<file path="src/logic/tx_const_pkg.sv">
package tx_const_pkg;

    // Parallel side of the link
    parameter int word_w = 16;  // Bits per word from the source

    // Quarter-rate lane split
    parameter int lane_n = 4;                // Lanes into the 4:1 mux
    parameter int lane_w = word_w / lane_n;  // Bits per lane per word

    // One count per bit slot, one wrap per word
    parameter int slot_w = 4;

    // Lane index and nibble pointer
    // Both are 2 bits since lane_n and lane_w are both 4
    parameter int lane_sel_w = $clog2(lane_n);

    // Pattern source
    parameter int prbs_w = 7;  // PRBS7 state register

endpackage

</file>
<file path="src/logic/tx_mode_pkg.sv">
package tx_mode_pkg;

    // Word source select
    typedef enum logic [1:0] {
        pat_ext   = 2'd0,  // Word sampled from din
        pat_prbs7 = 2'd1,  // x^7 + x^6 + 1 sequence
        pat_clock = 2'd2   // 1010... word, MSB is 1
    } pattern_e;

    // Output driver
    typedef enum logic [1:0] {
        drv_off  = 2'd0,  // Both legs low
        drv_idle = 2'd1,  // Pair parked at p=0, n=1
        drv_on   = 2'd2   // Serial data on the pair
    } drv_state_e;

endpackage

</file>
<file path="src/logic/clock_divider.sv">
`timescale 1ns/1ns

// Stands in for the div-by-2 chain that makes the half-rate and word clocks.
// Everything stays on mdll_clk and the slower domains become strobes.
module clock_divider (
    input  logic                                mdll_clk,  // Bit clock
    input  logic                                rst_n,
    output logic                                word_stb,  // Last slot of a word
    output logic                                lane_stb,  // Last slot of a nibble
    output logic [tx_const_pkg::lane_sel_w-1:0] slot       // Lane phase for the 4:1 mux
);
    import tx_const_pkg::*;

    logic [slot_w-1:0] cnt;  // Bit slot within the word

    // Free running, wraps 15 -> 0 with no gap
    always_ff @(posedge mdll_clk or negedge rst_n) begin
        if (!rst_n) begin
            cnt <= '0;
        end else begin
            cnt <= cnt + 1'b1;
        end
    end

    // Word boundary once per wrap
    assign word_stb = (cnt == {slot_w{1'b1}});

    // Every lane_n slots
    assign lane_stb = (cnt[lane_sel_w-1:0] == {lane_sel_w{1'b1}});

    // Low bits give the quarter-rate phase directly
    assign slot = cnt[lane_sel_w-1:0];

endmodule

</file>
<file path="src/logic/hr_16t4_mux.sv">
`timescale 1ns/1ns

// 16:4 stage. Source holds the word for the whole period, so this block
// only keeps the nibble pointer and steers four word bits onto the lanes.
module hr_16t4_mux (
    input  logic                            mdll_clk,
    input  logic                            rst_n,
    input  logic                            word_stb,  // Restart at nibble 0
    input  logic                            lane_stb,  // Next nibble
    input  logic [tx_const_pkg::word_w-1:0] word,
    output logic [tx_const_pkg::lane_n-1:0] lanes      // Nibble for the 4:1 mux
);
    import tx_const_pkg::*;

    logic [word_w-1:0]     word_ro;  // Interleaved word
    logic [lane_sel_w-1:0] step;     // Nibble pointer

    // Second 2:1 level of the tree runs on the opposite phase,
    // hence the swapped pointer bits
    function automatic logic [lane_sel_w-1:0] bit_rev(input logic [lane_sel_w-1:0] k);
        logic [lane_sel_w-1:0] r;
        for (int b = 0; b < lane_sel_w; b++) begin
            r[b] = k[lane_sel_w-1-b];
        end
        return r;
    endfunction

    // Same interleave as the silicon mux input
    // MSB group lands on index 0,4,8,12, next on 2,6,10,14, then 1,5.. and 3,7..
    always_comb begin
        word_ro = '0;
        for (int g = 0; g < lane_w; g++) begin
            for (int m = 0; m < lane_n; m++) begin
                word_ro[lane_w*m + bit_rev(g[lane_sel_w-1:0])] = word[word_w-1 - lane_n*g - m];
            end
        end
    end

    always_ff @(posedge mdll_clk or negedge rst_n) begin
        if (!rst_n) begin
            step <= '0;
        end else if (word_stb) begin
            step <= '0;            // Wins over lane_stb on the last slot
        end else if (lane_stb) begin
            step <= step + 1'b1;
        end
    end

    // Lane j of nibble k carries serial bit 4k+j
    always_comb begin
        for (int j = 0; j < lane_n; j++) begin
            lanes[j] = word_ro[lane_w*j + bit_rev(step)];
        end
    end

endmodule

</file>
<file path="src/logic/output_driver.sv">
`timescale 1ns/1ns

// Whole-bit delay in place of the PI phase code, then the pair register
module output_driver #(
    parameter int ndelay = 4  // Delay taps, 0..ndelay-1 bits
) (
    input  logic                      mdll_clk,
    input  logic                      rst_n,
    input  logic                      word_stb,   // Word boundary at the source
    input  logic                      bit_in,     // From the 4:1 mux
    input  logic [$clog2(ndelay)-1:0] ctl_pi,     // Delay in bits
    input  logic                      ctl_valid,  // Latch ctl_pi
    input  logic                      en_drv,
    input  logic                      invert,     // Swap data polarity
    output logic                      dout_p,
    output logic                      dout_n
);
    import tx_mode_pkg::*;

    localparam int mux_lat = 2;  // Source register to bit_in, in cycles

    logic [mux_lat-1:0]          stb_pipe;  // Marker in line with bit_in MSB
    logic [ndelay-1:0][1:0]      taps;      // {marker, data}, tap k is k bits late
    logic [ndelay-2:0][1:0]      dly_q;     // Delay line
    logic [$clog2(ndelay)-1:0]   dly_sel;   // Latched delay
    logic [1:0]                  tap_sel;
    logic                        mark;      // First bit of a word at the output
    logic                        data;
    drv_state_e                  state;
    drv_state_e                  state_d;

    // Marker and data share one line so they stay aligned for any delay
    assign taps    = {dly_q, {stb_pipe[mux_lat-1], bit_in}};
    assign tap_sel = taps[dly_sel];
    assign mark    = tap_sel[1];
    assign data    = tap_sel[0] ^ invert;

    always_ff @(posedge mdll_clk or negedge rst_n) begin
        if (!rst_n) begin
            stb_pipe <= '0;
            dly_q    <= '0;
            dly_sel  <= '0;
        end else begin
            stb_pipe <= {stb_pipe[mux_lat-2:0], word_stb};
            dly_q    <= taps[ndelay-2:0];  // Shift by one tap
            if (ctl_valid) begin
                dly_sel <= ctl_pi;
            end
        end
    end

    // Idle waits for a word start so data begins on a boundary
    always_comb begin
        state_d = state;
        case (state)
            drv_off: begin
                if (en_drv) begin
                    state_d = drv_idle;
                end
            end
            drv_idle: begin
                if (!en_drv) begin
                    state_d = drv_off;
                end else if (mark) begin
                    state_d = drv_on;
                end
            end
            drv_on: begin
                if (!en_drv) begin
                    state_d = drv_off;
                end
            end
            default: state_d = drv_off;
        endcase
    end

    // Pair follows the next state, so en_drv acts in one cycle
    always_ff @(posedge mdll_clk or negedge rst_n) begin
        if (!rst_n) begin
            state  <= drv_off;
            dout_p <= 1'b0;
            dout_n <= 1'b0;
        end else begin
            state <= state_d;
            case (state_d)
                drv_on: begin
                    dout_p <= data;
                    dout_n <= ~data;   // Always the complement
                end
                drv_idle: begin
                    dout_p <= 1'b0;
                    dout_n <= 1'b1;
                end
                default: begin
                    dout_p <= 1'b0;    // Driver off
                    dout_n <= 1'b0;
                end
            endcase
        end
    end

endmodule

</file>
<file path="src/logic/pattern_gen.sv">
`timescale 1ns/1ns

// Word source feeding the serializer at the clk_prbsgen rate
module pattern_gen #(
    parameter logic [tx_const_pkg::prbs_w-1:0] prbs_seed = '1  // PRBS7 start state
) (
    input  logic                            mdll_clk,
    input  logic                            rst_n,
    input  logic                            word_stb,  // Take a new word
    input  tx_mode_pkg::pattern_e           pattern,
    input  logic [tx_const_pkg::word_w-1:0] din,       // External data
    output logic [tx_const_pkg::word_w-1:0] word       // Held for a full word period
);
    import tx_const_pkg::*;
    import tx_mode_pkg::*;

    localparam logic [word_w-1:0] clock_word = {(word_w / 2){2'b10}};  // Starts with a 1 at the MSB

    logic [prbs_w-1:0] prbs_q;      // State between words
    logic [prbs_w-1:0] prbs_d;      // State after one word of steps
    logic [word_w-1:0] prbs_word;   // Bits of those steps
    logic [word_w-1:0] word_d;

    // Unroll word_w LFSR steps
    always_comb begin
        logic [prbs_w-1:0] st;
        logic              fb;
        st = prbs_q;
        for (int k = word_w - 1; k >= 0; k--) begin
            fb           = st[prbs_w-1] ^ st[prbs_w-2];  // Taps 7 and 6
            prbs_word[k] = fb;                           // First step goes out first
            st           = {st[prbs_w-2:0], fb};
        end
        prbs_d = st;
    end

    always_comb begin
        case (pattern)
            pat_ext:   word_d = din;
            pat_prbs7: word_d = prbs_word;
            pat_clock: word_d = clock_word;
            default:   word_d = '0;  // Unused code sends zeros
        endcase
    end

    always_ff @(posedge mdll_clk or negedge rst_n) begin
        if (!rst_n) begin
            prbs_q <= prbs_seed;
            word   <= '0;
        end else if (word_stb) begin
            word <= word_d;
            if (pattern == pat_prbs7) begin
                prbs_q <= prbs_d;  // Sequence only moves while it is sent
            end
        end
    end

endmodule

</file>
<file path="src/logic/qr_4t1_mux.sv">
`timescale 1ns/1ns

// 4:1 stage, one lane per bit slot
module qr_4t1_mux (
    input  logic                                mdll_clk,
    input  logic                                rst_n,
    input  logic [tx_const_pkg::lane_sel_w-1:0] slot,    // Lane phase
    input  logic [tx_const_pkg::lane_n-1:0]     lanes,   // Current nibble
    output logic                                bit_out  // Serial stream, MSB first
);
    import tx_const_pkg::*;

    logic [lane_n-1:0] phase;  // One-hot slot, plays the Q/I/QB/IB clocks
    logic              bit_d;

    // Only one phase active per bit slot
    always_comb begin
        phase       = '0;
        phase[slot] = 1'b1;
    end

    // AND-OR select like the clock-gated mux legs
    assign bit_d = |(lanes & phase);

    // Retimed to the bit clock
    always_ff @(posedge mdll_clk or negedge rst_n) begin
        if (!rst_n) begin
            bit_out <= 1'b0;
        end else begin
            bit_out <= bit_d;
        end
    end

endmodule

</file>
<file path="src/logic/tx_top.sv">
`timescale 1ns/1ns

// Transmit path: source -> 16:4 -> 4:1 -> driver, one bit per mdll_clk
module tx_top #(
    parameter int                              ndelay    = 4,   // Driver delay taps
    parameter logic [tx_const_pkg::prbs_w-1:0] prbs_seed = '1   // PRBS7 start
) (
    input  logic                            mdll_clk,     // Bit clock
    input  logic                            rst_n,
    input  logic [tx_const_pkg::word_w-1:0] din,          // External word
    input  tx_mode_pkg::pattern_e           pattern,
    input  logic [$clog2(ndelay)-1:0]       ctl_pi,       // Whole-bit delay
    input  logic                            ctl_valid,
    input  logic                            en_drv,
    input  logic                            invert,
    output logic                            clk_prbsgen,  // Word rate strobe
    output logic                            dout_p,       // Data output
    output logic                            dout_n
);
    import tx_const_pkg::*;

    logic                  word_stb;
    logic                  lane_stb;
    logic [lane_sel_w-1:0] slot;      // Quarter-rate phase
    logic [word_w-1:0]     word;      // Source word
    logic [lane_n-1:0]     lanes;     // 16:4 to 4:1
    logic                  mtb;       // Mux to buffer

    assign clk_prbsgen = word_stb;    // Paces the word source

    clock_divider i_clkdiv (
        .mdll_clk (mdll_clk),
        .rst_n    (rst_n),
        .word_stb (word_stb),
        .lane_stb (lane_stb),
        .slot     (slot)
    );

    pattern_gen #(
        .prbs_seed (prbs_seed)
    ) i_patgen (
        .mdll_clk (mdll_clk),
        .rst_n    (rst_n),
        .word_stb (word_stb),
        .pattern  (pattern),
        .din      (din),
        .word     (word)
    );

    hr_16t4_mux i_hr_mux (
        .mdll_clk (mdll_clk),
        .rst_n    (rst_n),
        .word_stb (word_stb),
        .lane_stb (lane_stb),
        .word     (word),
        .lanes    (lanes)
    );

    qr_4t1_mux i_qr_mux (
        .mdll_clk (mdll_clk),
        .rst_n    (rst_n),
        .slot     (slot),
        .lanes    (lanes),
        .bit_out  (mtb)
    );

    output_driver #(
        .ndelay (ndelay)
    ) i_drv (
        .mdll_clk  (mdll_clk),
        .rst_n     (rst_n),
        .word_stb  (word_stb),
        .bit_in    (mtb),
        .ctl_pi    (ctl_pi),
        .ctl_valid (ctl_valid),
        .en_drv    (en_drv),
        .invert    (invert),
        .dout_p    (dout_p),
        .dout_n    (dout_n)
    );

endmodule

</file>
<file path="config.mk">
export PLATFORM = sky130hd
export DESIGN_NAME = tx_top
export DESIGN_NICKNAME = d
export VERILOG_FILES = /design/src/logic/tx_const_pkg.sv /design/src/logic/tx_mode_pkg.sv /design/src/logic/clock_divider.sv /design/src/logic/hr_16t4_mux.sv /design/src/logic/output_driver.sv /design/src/logic/pattern_gen.sv /design/src/logic/qr_4t1_mux.sv /design/src/logic/tx_top.sv
export SDC_FILE = /design/constraint.sdc
export NUM_CORES = 1
export LEC_CHECK = 0
export ABC_AREA = 0
export BUFFER_PORTS_ARGS = -buffer_cell sky130_fd_sc_hd__buf_2
export CAP_MARGIN = 10
export CORE_AREA = 2 2 59 72
export CTS_BUF_LIST = sky130_fd_sc_hd__clkbuf_4 sky130_fd_sc_hd__clkbuf_8 sky130_fd_sc_hd__clkbuf_16
export DETAILED_ROUTE_END_ITERATION = 10
export DIE_AREA = 0 0 61 74
export GPL_ROUTABILITY_DRIVEN = 0
export PLACE_DENSITY = 0.77
export SYNTH_ARGS = -nofsm -noshare
export SYNTH_HDL_FRONTEND = slang
export SYNTH_SLANG_ARGS = --single-unit
</file>
<file path="constraint.sdc">
create_clock -name mdll_clk -period 3.3 [get_ports mdll_clk]
set_input_delay 0.495 -clock mdll_clk [delete_from_list [all_inputs] [get_ports mdll_clk]]
set_output_delay 0.495 -clock mdll_clk [all_outputs]
set_load 0.01 [all_outputs]
</file>
# [Yosys cells after proc, flatten, opt, wreduce, memory -nomap -nowiden]
# Cells that the tools add are included.
[word_totals] elab_cells=80 inputBits=25 mem_count=0 register_bits=44 ram_bits=0 out_inout_bits=3 mem_bits_ro=0 latch_bits=0
[op_classes] eq_ne=8 magnitude_cmp=7 div=0 n_shift=0 add_sub_neg=5 n_mux=22 bitwise_logic=19 reduce_logical=6 n_mul=0
[op_table] op="< comparator 32 x 5 -> 1 bit, second input constant" count=3
[op_table] op="one-hot mux 16 bit (3 select lines)" count=1
[op_table] op="XOR 1 bit" count=17
[op_table] op="2-to-1 mux 2 bit" count=7
[op_table] op="binary-select mux 1 bit (select 4 bit)" count=3
[op_table] op="adder 4 x 2 -> 5 bit, first input constant" count=2
[op_table] op="equality test 2 bit, second input constant" count=4
[op_table] op="equality test 2 x 1 -> 1 bit, second input constant" count=3
[op_table] op="< comparator 2 x 3 -> 1 bit, second input constant" count=2
[op_table] op="2-to-1 mux 1 bit" count=6
[op_table] op="one-hot mux 2 bit (3 select lines)" count=1
[op_table] op="< comparator 2 x 5 -> 1 bit, second input constant" count=1
[op_table] op="adder 3 x 2 -> 4 bit, first input constant" count=1
[op_table] op="adder 4 x 1 -> 4 bit, second input constant" count=1
[op_table] op="bitwise AND 4 bit" count=1
[op_table] op="binary-select mux 2 bit (select 2 bit)" count=1
[op_table] op="equality test 4 bit, second input constant" count=1
[op_table] op="logical NOT 2 bit" count=2
[op_table] op="OR reduction 4 bit" count=1
[op_table] op="adder 2 x 1 -> 2 bit, second input constant" count=1
[op_table] op="binary-select mux 1 bit (select 2 bit)" count=1
[op_table] op="demux 1 bit (select 2 bit)" count=1
[op_table] op="greater-or-equal comparator 2 x 1 -> 1 bit, second input constant" count=1
[op_table] op="one-hot mux 1 bit (2 select lines)" count=1
[op_table] op="4 further kinds" count=4

# [Longest topological paths before layout]
[depth] word_depth=7 depth_mapped=7 ltp_nobuf=7

# [By module]
# Synthesis repeated with hierarchy kept, for this count alone.
[hier_totals] cells_unflattened=188 hier_area_um2=2233.4
[by_module_without_submodules] module="pattern_gen" area_each_um2=1310.0 cells_per_inst=129 instances=1
[by_module_without_submodules] module="output_driver" area_each_um2=523.0 cells_per_inst=32 instances=1
[by_module_without_submodules] module="hr_16t4_mux" area_each_um2=191.4 cells_per_inst=13 instances=1
[by_module_without_submodules] module="clock_divider" area_each_um2=161.4 cells_per_inst=12 instances=1
[by_module_without_submodules] module="qr_4t1_mux" area_each_um2=47.5 cells_per_inst=2 instances=1

# [Worst setup path after synthesis]
# No wires, ideal clock.
[synth_path] path_kind="register to register" from="register i_patgen.prbs_q[4]" to="register i_patgen.word[0] in the netlist's numbering" arrival_ns=1.664 path_stages_with_launch=6 n_path_buf=1 required_time_ns=3.236 slack_ns=1.572 setup_time_ns=0.064 cell_sequence="dfstp_2 > buf_6 > xnor3_2 > xor2_1 > a2111oi_2 > a21o_1"
[synth_between] elab_chain_cells=4 elab_cells_between_ends=6
[synth_lines] item="start, declared" line="pattern_gen.sv:19" text="logic [prbs_w-1:0] prbs_q;"
[synth_lines] item="start signal, assigned" line="pattern_gen.sv:48" text="prbs_q <= prbs_seed;"
[synth_lines] item="start signal, assigned" line="pattern_gen.sv:53" text="prbs_q <= prbs_d;"
[synth_lines] item="XOR 1 bit (2 in a row)" line="pattern_gen.sv:30" text="fb = st[prbs_w-1] ^ st[prbs_w-2];"
[synth_lines] item="XOR 1 bit *" line="pattern_gen.sv:30"
[synth_lines] item="one-hot mux 16 bit (3 select lines) *" line="pattern_gen.sv:38" text="case (pattern)"
[synth_lines] item="end signal, assigned" line="pattern_gen.sv:51" text="word <= word_d;"
[synth_lines] item="end, declared" line="pattern_gen.sv:12" text="output logic [tx_const_pkg::word_w-1:0] word"
# Mark *: on every way between the ends. The rest lies on a longest branch, timed or not.
# A chain may end at the register's enable or synchronous reset.

# [Final worst setup path]
[layout_path] from="register i_clkdiv.cnt[0]" to="output clk_prbsgen"
[layout_between] elab_chain_cells=1
[layout_lines] item="start, declared" line="clock_divider.sv:14" text="logic [slot_w-1:0] cnt;"
[layout_lines] item="start signal, assigned" line="clock_divider.sv:21" text="cnt <= cnt + 1'b1;"
[layout_lines] item="equality test 4 bit" line="clock_divider.sv:26" text="assign word_stb = (cnt == {slot_w{1'b1}});"
[layout_lines] item="end, declared" line="tx_top.sv:16" text="output logic clk_prbsgen,"
# Every way passes these cells.

==> key figures <==
Placement
  – Detail Placement HPWL: between 2 and 3 mm
  – I/O Buffers: 27

Setup path
  – Reg2Reg Depth: 4
  – Critical path's top delay family: buffers and inverters
  – Worst Path Required: roughly 2800 ps
  – CP Capture Type: output port
  – Crit-path max FO: 8
  – Crit path depth: 4
  – CP bufs+invs: 2
  – CP max stage delay: about 400 ps
  – Worst path cell trace: ha_1, nand3_1, inv_1, buf_2
  – WS Path Type: reg2out
  – Critical path's slowest cell: dfrtp_1
  – Crit path launch type: flip-flop
  – Arrival @ worst endpoint: 1750 ps

Logic synthesis
  – Post-synthesis register bit count: 44
  – Mapped Cells: 193
  – Sequential area share after synthesis: between 50% and 60%
  – Synthesized cell area: 0.002116 mm²
  – Syn nets: 224
  – Mean Syn Cell Area: 10.96 µm²
  – Synth warn: 0
  – Netlist cell types: 30

Clocking
  – H-tree lvl count: 2
  – Clk Latency, worst-skew pair: 300 ps
  – Total CTS buffers: 5
  – Post-CTS setup buffers: 0
  – Bufs on Longest Clock Path: 2
  – TritonCTS clock tree: built
  – Hold_buf cts: 0
  – Clock Sinks: 44
  – Root Driver: clkbuf_8
  – Post-CTS Resized: 0
  – CTS clk-pin slew, worst paths: 80 ps

GRT
  – Gr usage total: 19.98%
  – First-pass GRT wire length: around 6.4 mm
  – Initial antenna violation count: 0
  – Largest net degree at the start of global routing: 45
  – Gr ovfl total: 0
  – Vias in the first global route: 1411

Routing
  – DRC: 0
  – Via/cell ratio: between 5 and 6
  – WL/cell: 14.51 µm
  – Iter 0 DRT Violations: 63
  – Via count: 1452
  – WL final: 3.902 mm
  – Drt first pass iters: 4
  – Routed Antenna Nets: 0

Power and ir drop
  – Pint: 892.3 µW
  – Leak pwr: approximately 0.0011 µW
  – Gate power share: 18.9%
  – VDD IR-drop max: 0.0003892 V
  – Pwr dens: about 520 mW/mm²
  – Register share of total power: 53.8%
  – Final Power: ~1200 µW
  – Total net switching power: 338.6 µW
  – Clk pwr share: between 20% and 30%
  – Switching Share: 27.51%

Timing
  – Final TNS setup: 0 ps
  – Max Fclk: 445.9 MHz
  – Setup Skew: 4.948 ps
  – Worst Max-Slew Pin Slew: between 900 and 1000 ps
  – RSZ-0062 raised after global routing: false
  – Final Hold Vio Count: 0
  – Final period utilization: 67.95%
  – Setup violators final: 0
  – Slew headroom: between 30% and 40%
  – Max Transition Viols Final: 0
  – Min cycle time layout: 2243 ps

Finish
  – Sequential Area: 0.001110 mm²
  – Final nets: 245
  – ANT cells: 0
  – Fill count: 340
  – Area delta synth->final: 11.06%
  – Multi-input gate area: 910.9 µm²
  – Share of cells above drive strength 1: 26.05%

Die
  – Die Span Y: 74 µm
  – Initial Util: 54.99%
  – Die area: 0.004514 mm²
  – Core outline area: 0.003847 mm²
  – Die X: 61 µm
  – Cell row count: 25
  – # IOs: 28

Worst hold path
  – Hold crit path type: in2async

Status
  – Status: completed

Run
  – Max-Cap Viols: 0
## logic make-up after synthesis
kind of cell | Yosys count | synth area share (%)
adder cells (fa/ha/maj) | 6 | 3.548
AO/OA/AOI/OAI | 42 | 11.89
AND/OR/NAND/NOR | 48 | 9.758
XOR/XNOR | 21 | 9.403
multiplexers | 10 | 8.456
buffers and inverters | 22 | 4.494
flip-flops | 44 | 52.45
## through the flow
stage,hold slack [ps],instances,cell area [µm²],util (%),setup slack (ps)
global placement,332.7,261,2261,58.76,1213
finish,342.9,269,2350,61.07,1057
detailed placement,345.7,261,2261,58.76,1145
CTS,364.8,269,2350,61.07,1048
floorplan,199.4,193,2116,-,1572
global route,384.2,269,2350,61.07,925.9
## Yosys cell counts
master | instances | area share [%]
a22oi_1 | 2 | 0.71
o31ai_1 | 1 | 0.35
inv_1 | 8 | 1.4
a21oi_1 | 5 | 1.2
o21ai_0 | 26 | 6.1
xnor3_2 | 1 | 1.1
xnor2_1 | 17 | 7.0
a21o_1 | 1 | 0.35
o22ai_1 | 1 | 0.30
mux2_2 | 3 | 1.6
nor3b_2 | 1 | 0.59
buf_2 | 4 | 0.95
xor2_1 | 3 | 1.2
a221o_1 | 1 | 0.47
nor2b_1 | 1 | 0.30
mux4_2 | 6 | 6.4
clkbuf_1 | 9 | 1.6
nand3_1 | 3 | 0.71
nand2_1 | 28 | 5.0
mux2i_1 | 1 | 0.47
dfstp_2 | 7 | 8.7
ha_1 | 6 | 3.5
nor3_1 | 1 | 0.24
a2111oi_2 | 1 | 0.71
or2_2 | 1 | 0.30
nor2_1 | 10 | 1.8
o311ai_0 | 4 | 1.7
dfrtp_1 | 37 | 44
nand2b_1 | 3 | 0.89
buf_6 | 1 | 0.53
## sequential cells by signal (all words and copies together) (netlist names)
signal and cells:
i_drv.dout_p 1, i_drv.dout_n 1, i_qr_mux.bit_out 1, i_patgen.prbs_q 7
i_drv.stb_pipe 2, i_drv.dly_sel 2, i_drv.dly_q 6, i_hr_mux.step 2
i_drv.state 2, i_clkdiv.cnt 4, i_patgen.word 16
## placed cells by master (no fill, tap or decap)
cell,instances
dfrtp_1,37
nand2_1,28
buf_2,27
o21ai_0,26
xnor2_1,17
nor2_1,10
inv_1,8
dfstp_2,7
mux4_2,6
ha_1,6
a21oi_1,5
clkbuf_8,5
o311ai_0,4
nand3_1,3
xor2_1,3
nand2b_1,3
mux2_2,3
a22oi_1,2
clkbuf_4,2
o22ai_1,1
nor2b_1,1
xnor3_2,1
a2111oi_2,1
a21o_1,1
nor3b_2,1
or2_2,1
nor3_1,1
a221o_1,1
mux2i_1,1
o31ai_1,1
clkinv_2,1
buf_4,1
## per-layer routing
metal  up-vias  share of wire, %  wire (µm)  track usage (%)
met5         -                 0          0                0
met4         0               2.3         89            9.662
met3         8               4.6        179            4.522
met2        43                53       2069            33.45
met1       706                40       1564            24.13
li1        695                 -          -                -
## final timing paths
path	slack, ps	startpoint	endpoint
worst max-delay path	1060	i_clkdiv.cnt[0]	clk_prbsgen
worst min register to register	360	i_drv.stb_pipe[0]	i_drv.stb_pipe[1]
worst max register to register	1130	i_clkdiv.cnt[0]	i_patgen.prbs_q[2]
worst min-delay path	340	rst_n	i_drv.dly_q[5]
max in group asynchronous	2370	rst_n	i_patgen.word[13]
min in group mdll_clk	360	i_drv.stb_pipe[0]	i_drv.stb_pipe[1]
## cell type report
type                            instances  share of cell area [%]
Sequential cell                        44                   47.23
Clock buffer                            7                   3.568
Multi-Input combinational cell        127                   38.76
Timing Repair Buffer                   28                   6.070
Clock inverter                          1                  0.2130
Tap cell                               54                   2.875
Inverter                                8                   1.278
## worst reg2reg max path, stage by stage (launching register included)
cell     delay [ps]
dfrtp_1         400
ha_1            280
nand3_1         300
nor3b_2         720
mux2_2          410
## power groups by stage
| stage | clock, µW | sequential, µW | combinational, µW |
|---|---|---|---|
| after floorplan | 0 | 629 | 214 |
| after global placement | 0 | 671 | 230 |
| after detailed placement | 0 | 672 | 234 |
| after CTS | 342 | 662 | 235 |
| after global routing | 366 | 671 | 263 |
| final | 336 | 662 | 233 |
Note: power is estimated with default switching activity, not from simulation.
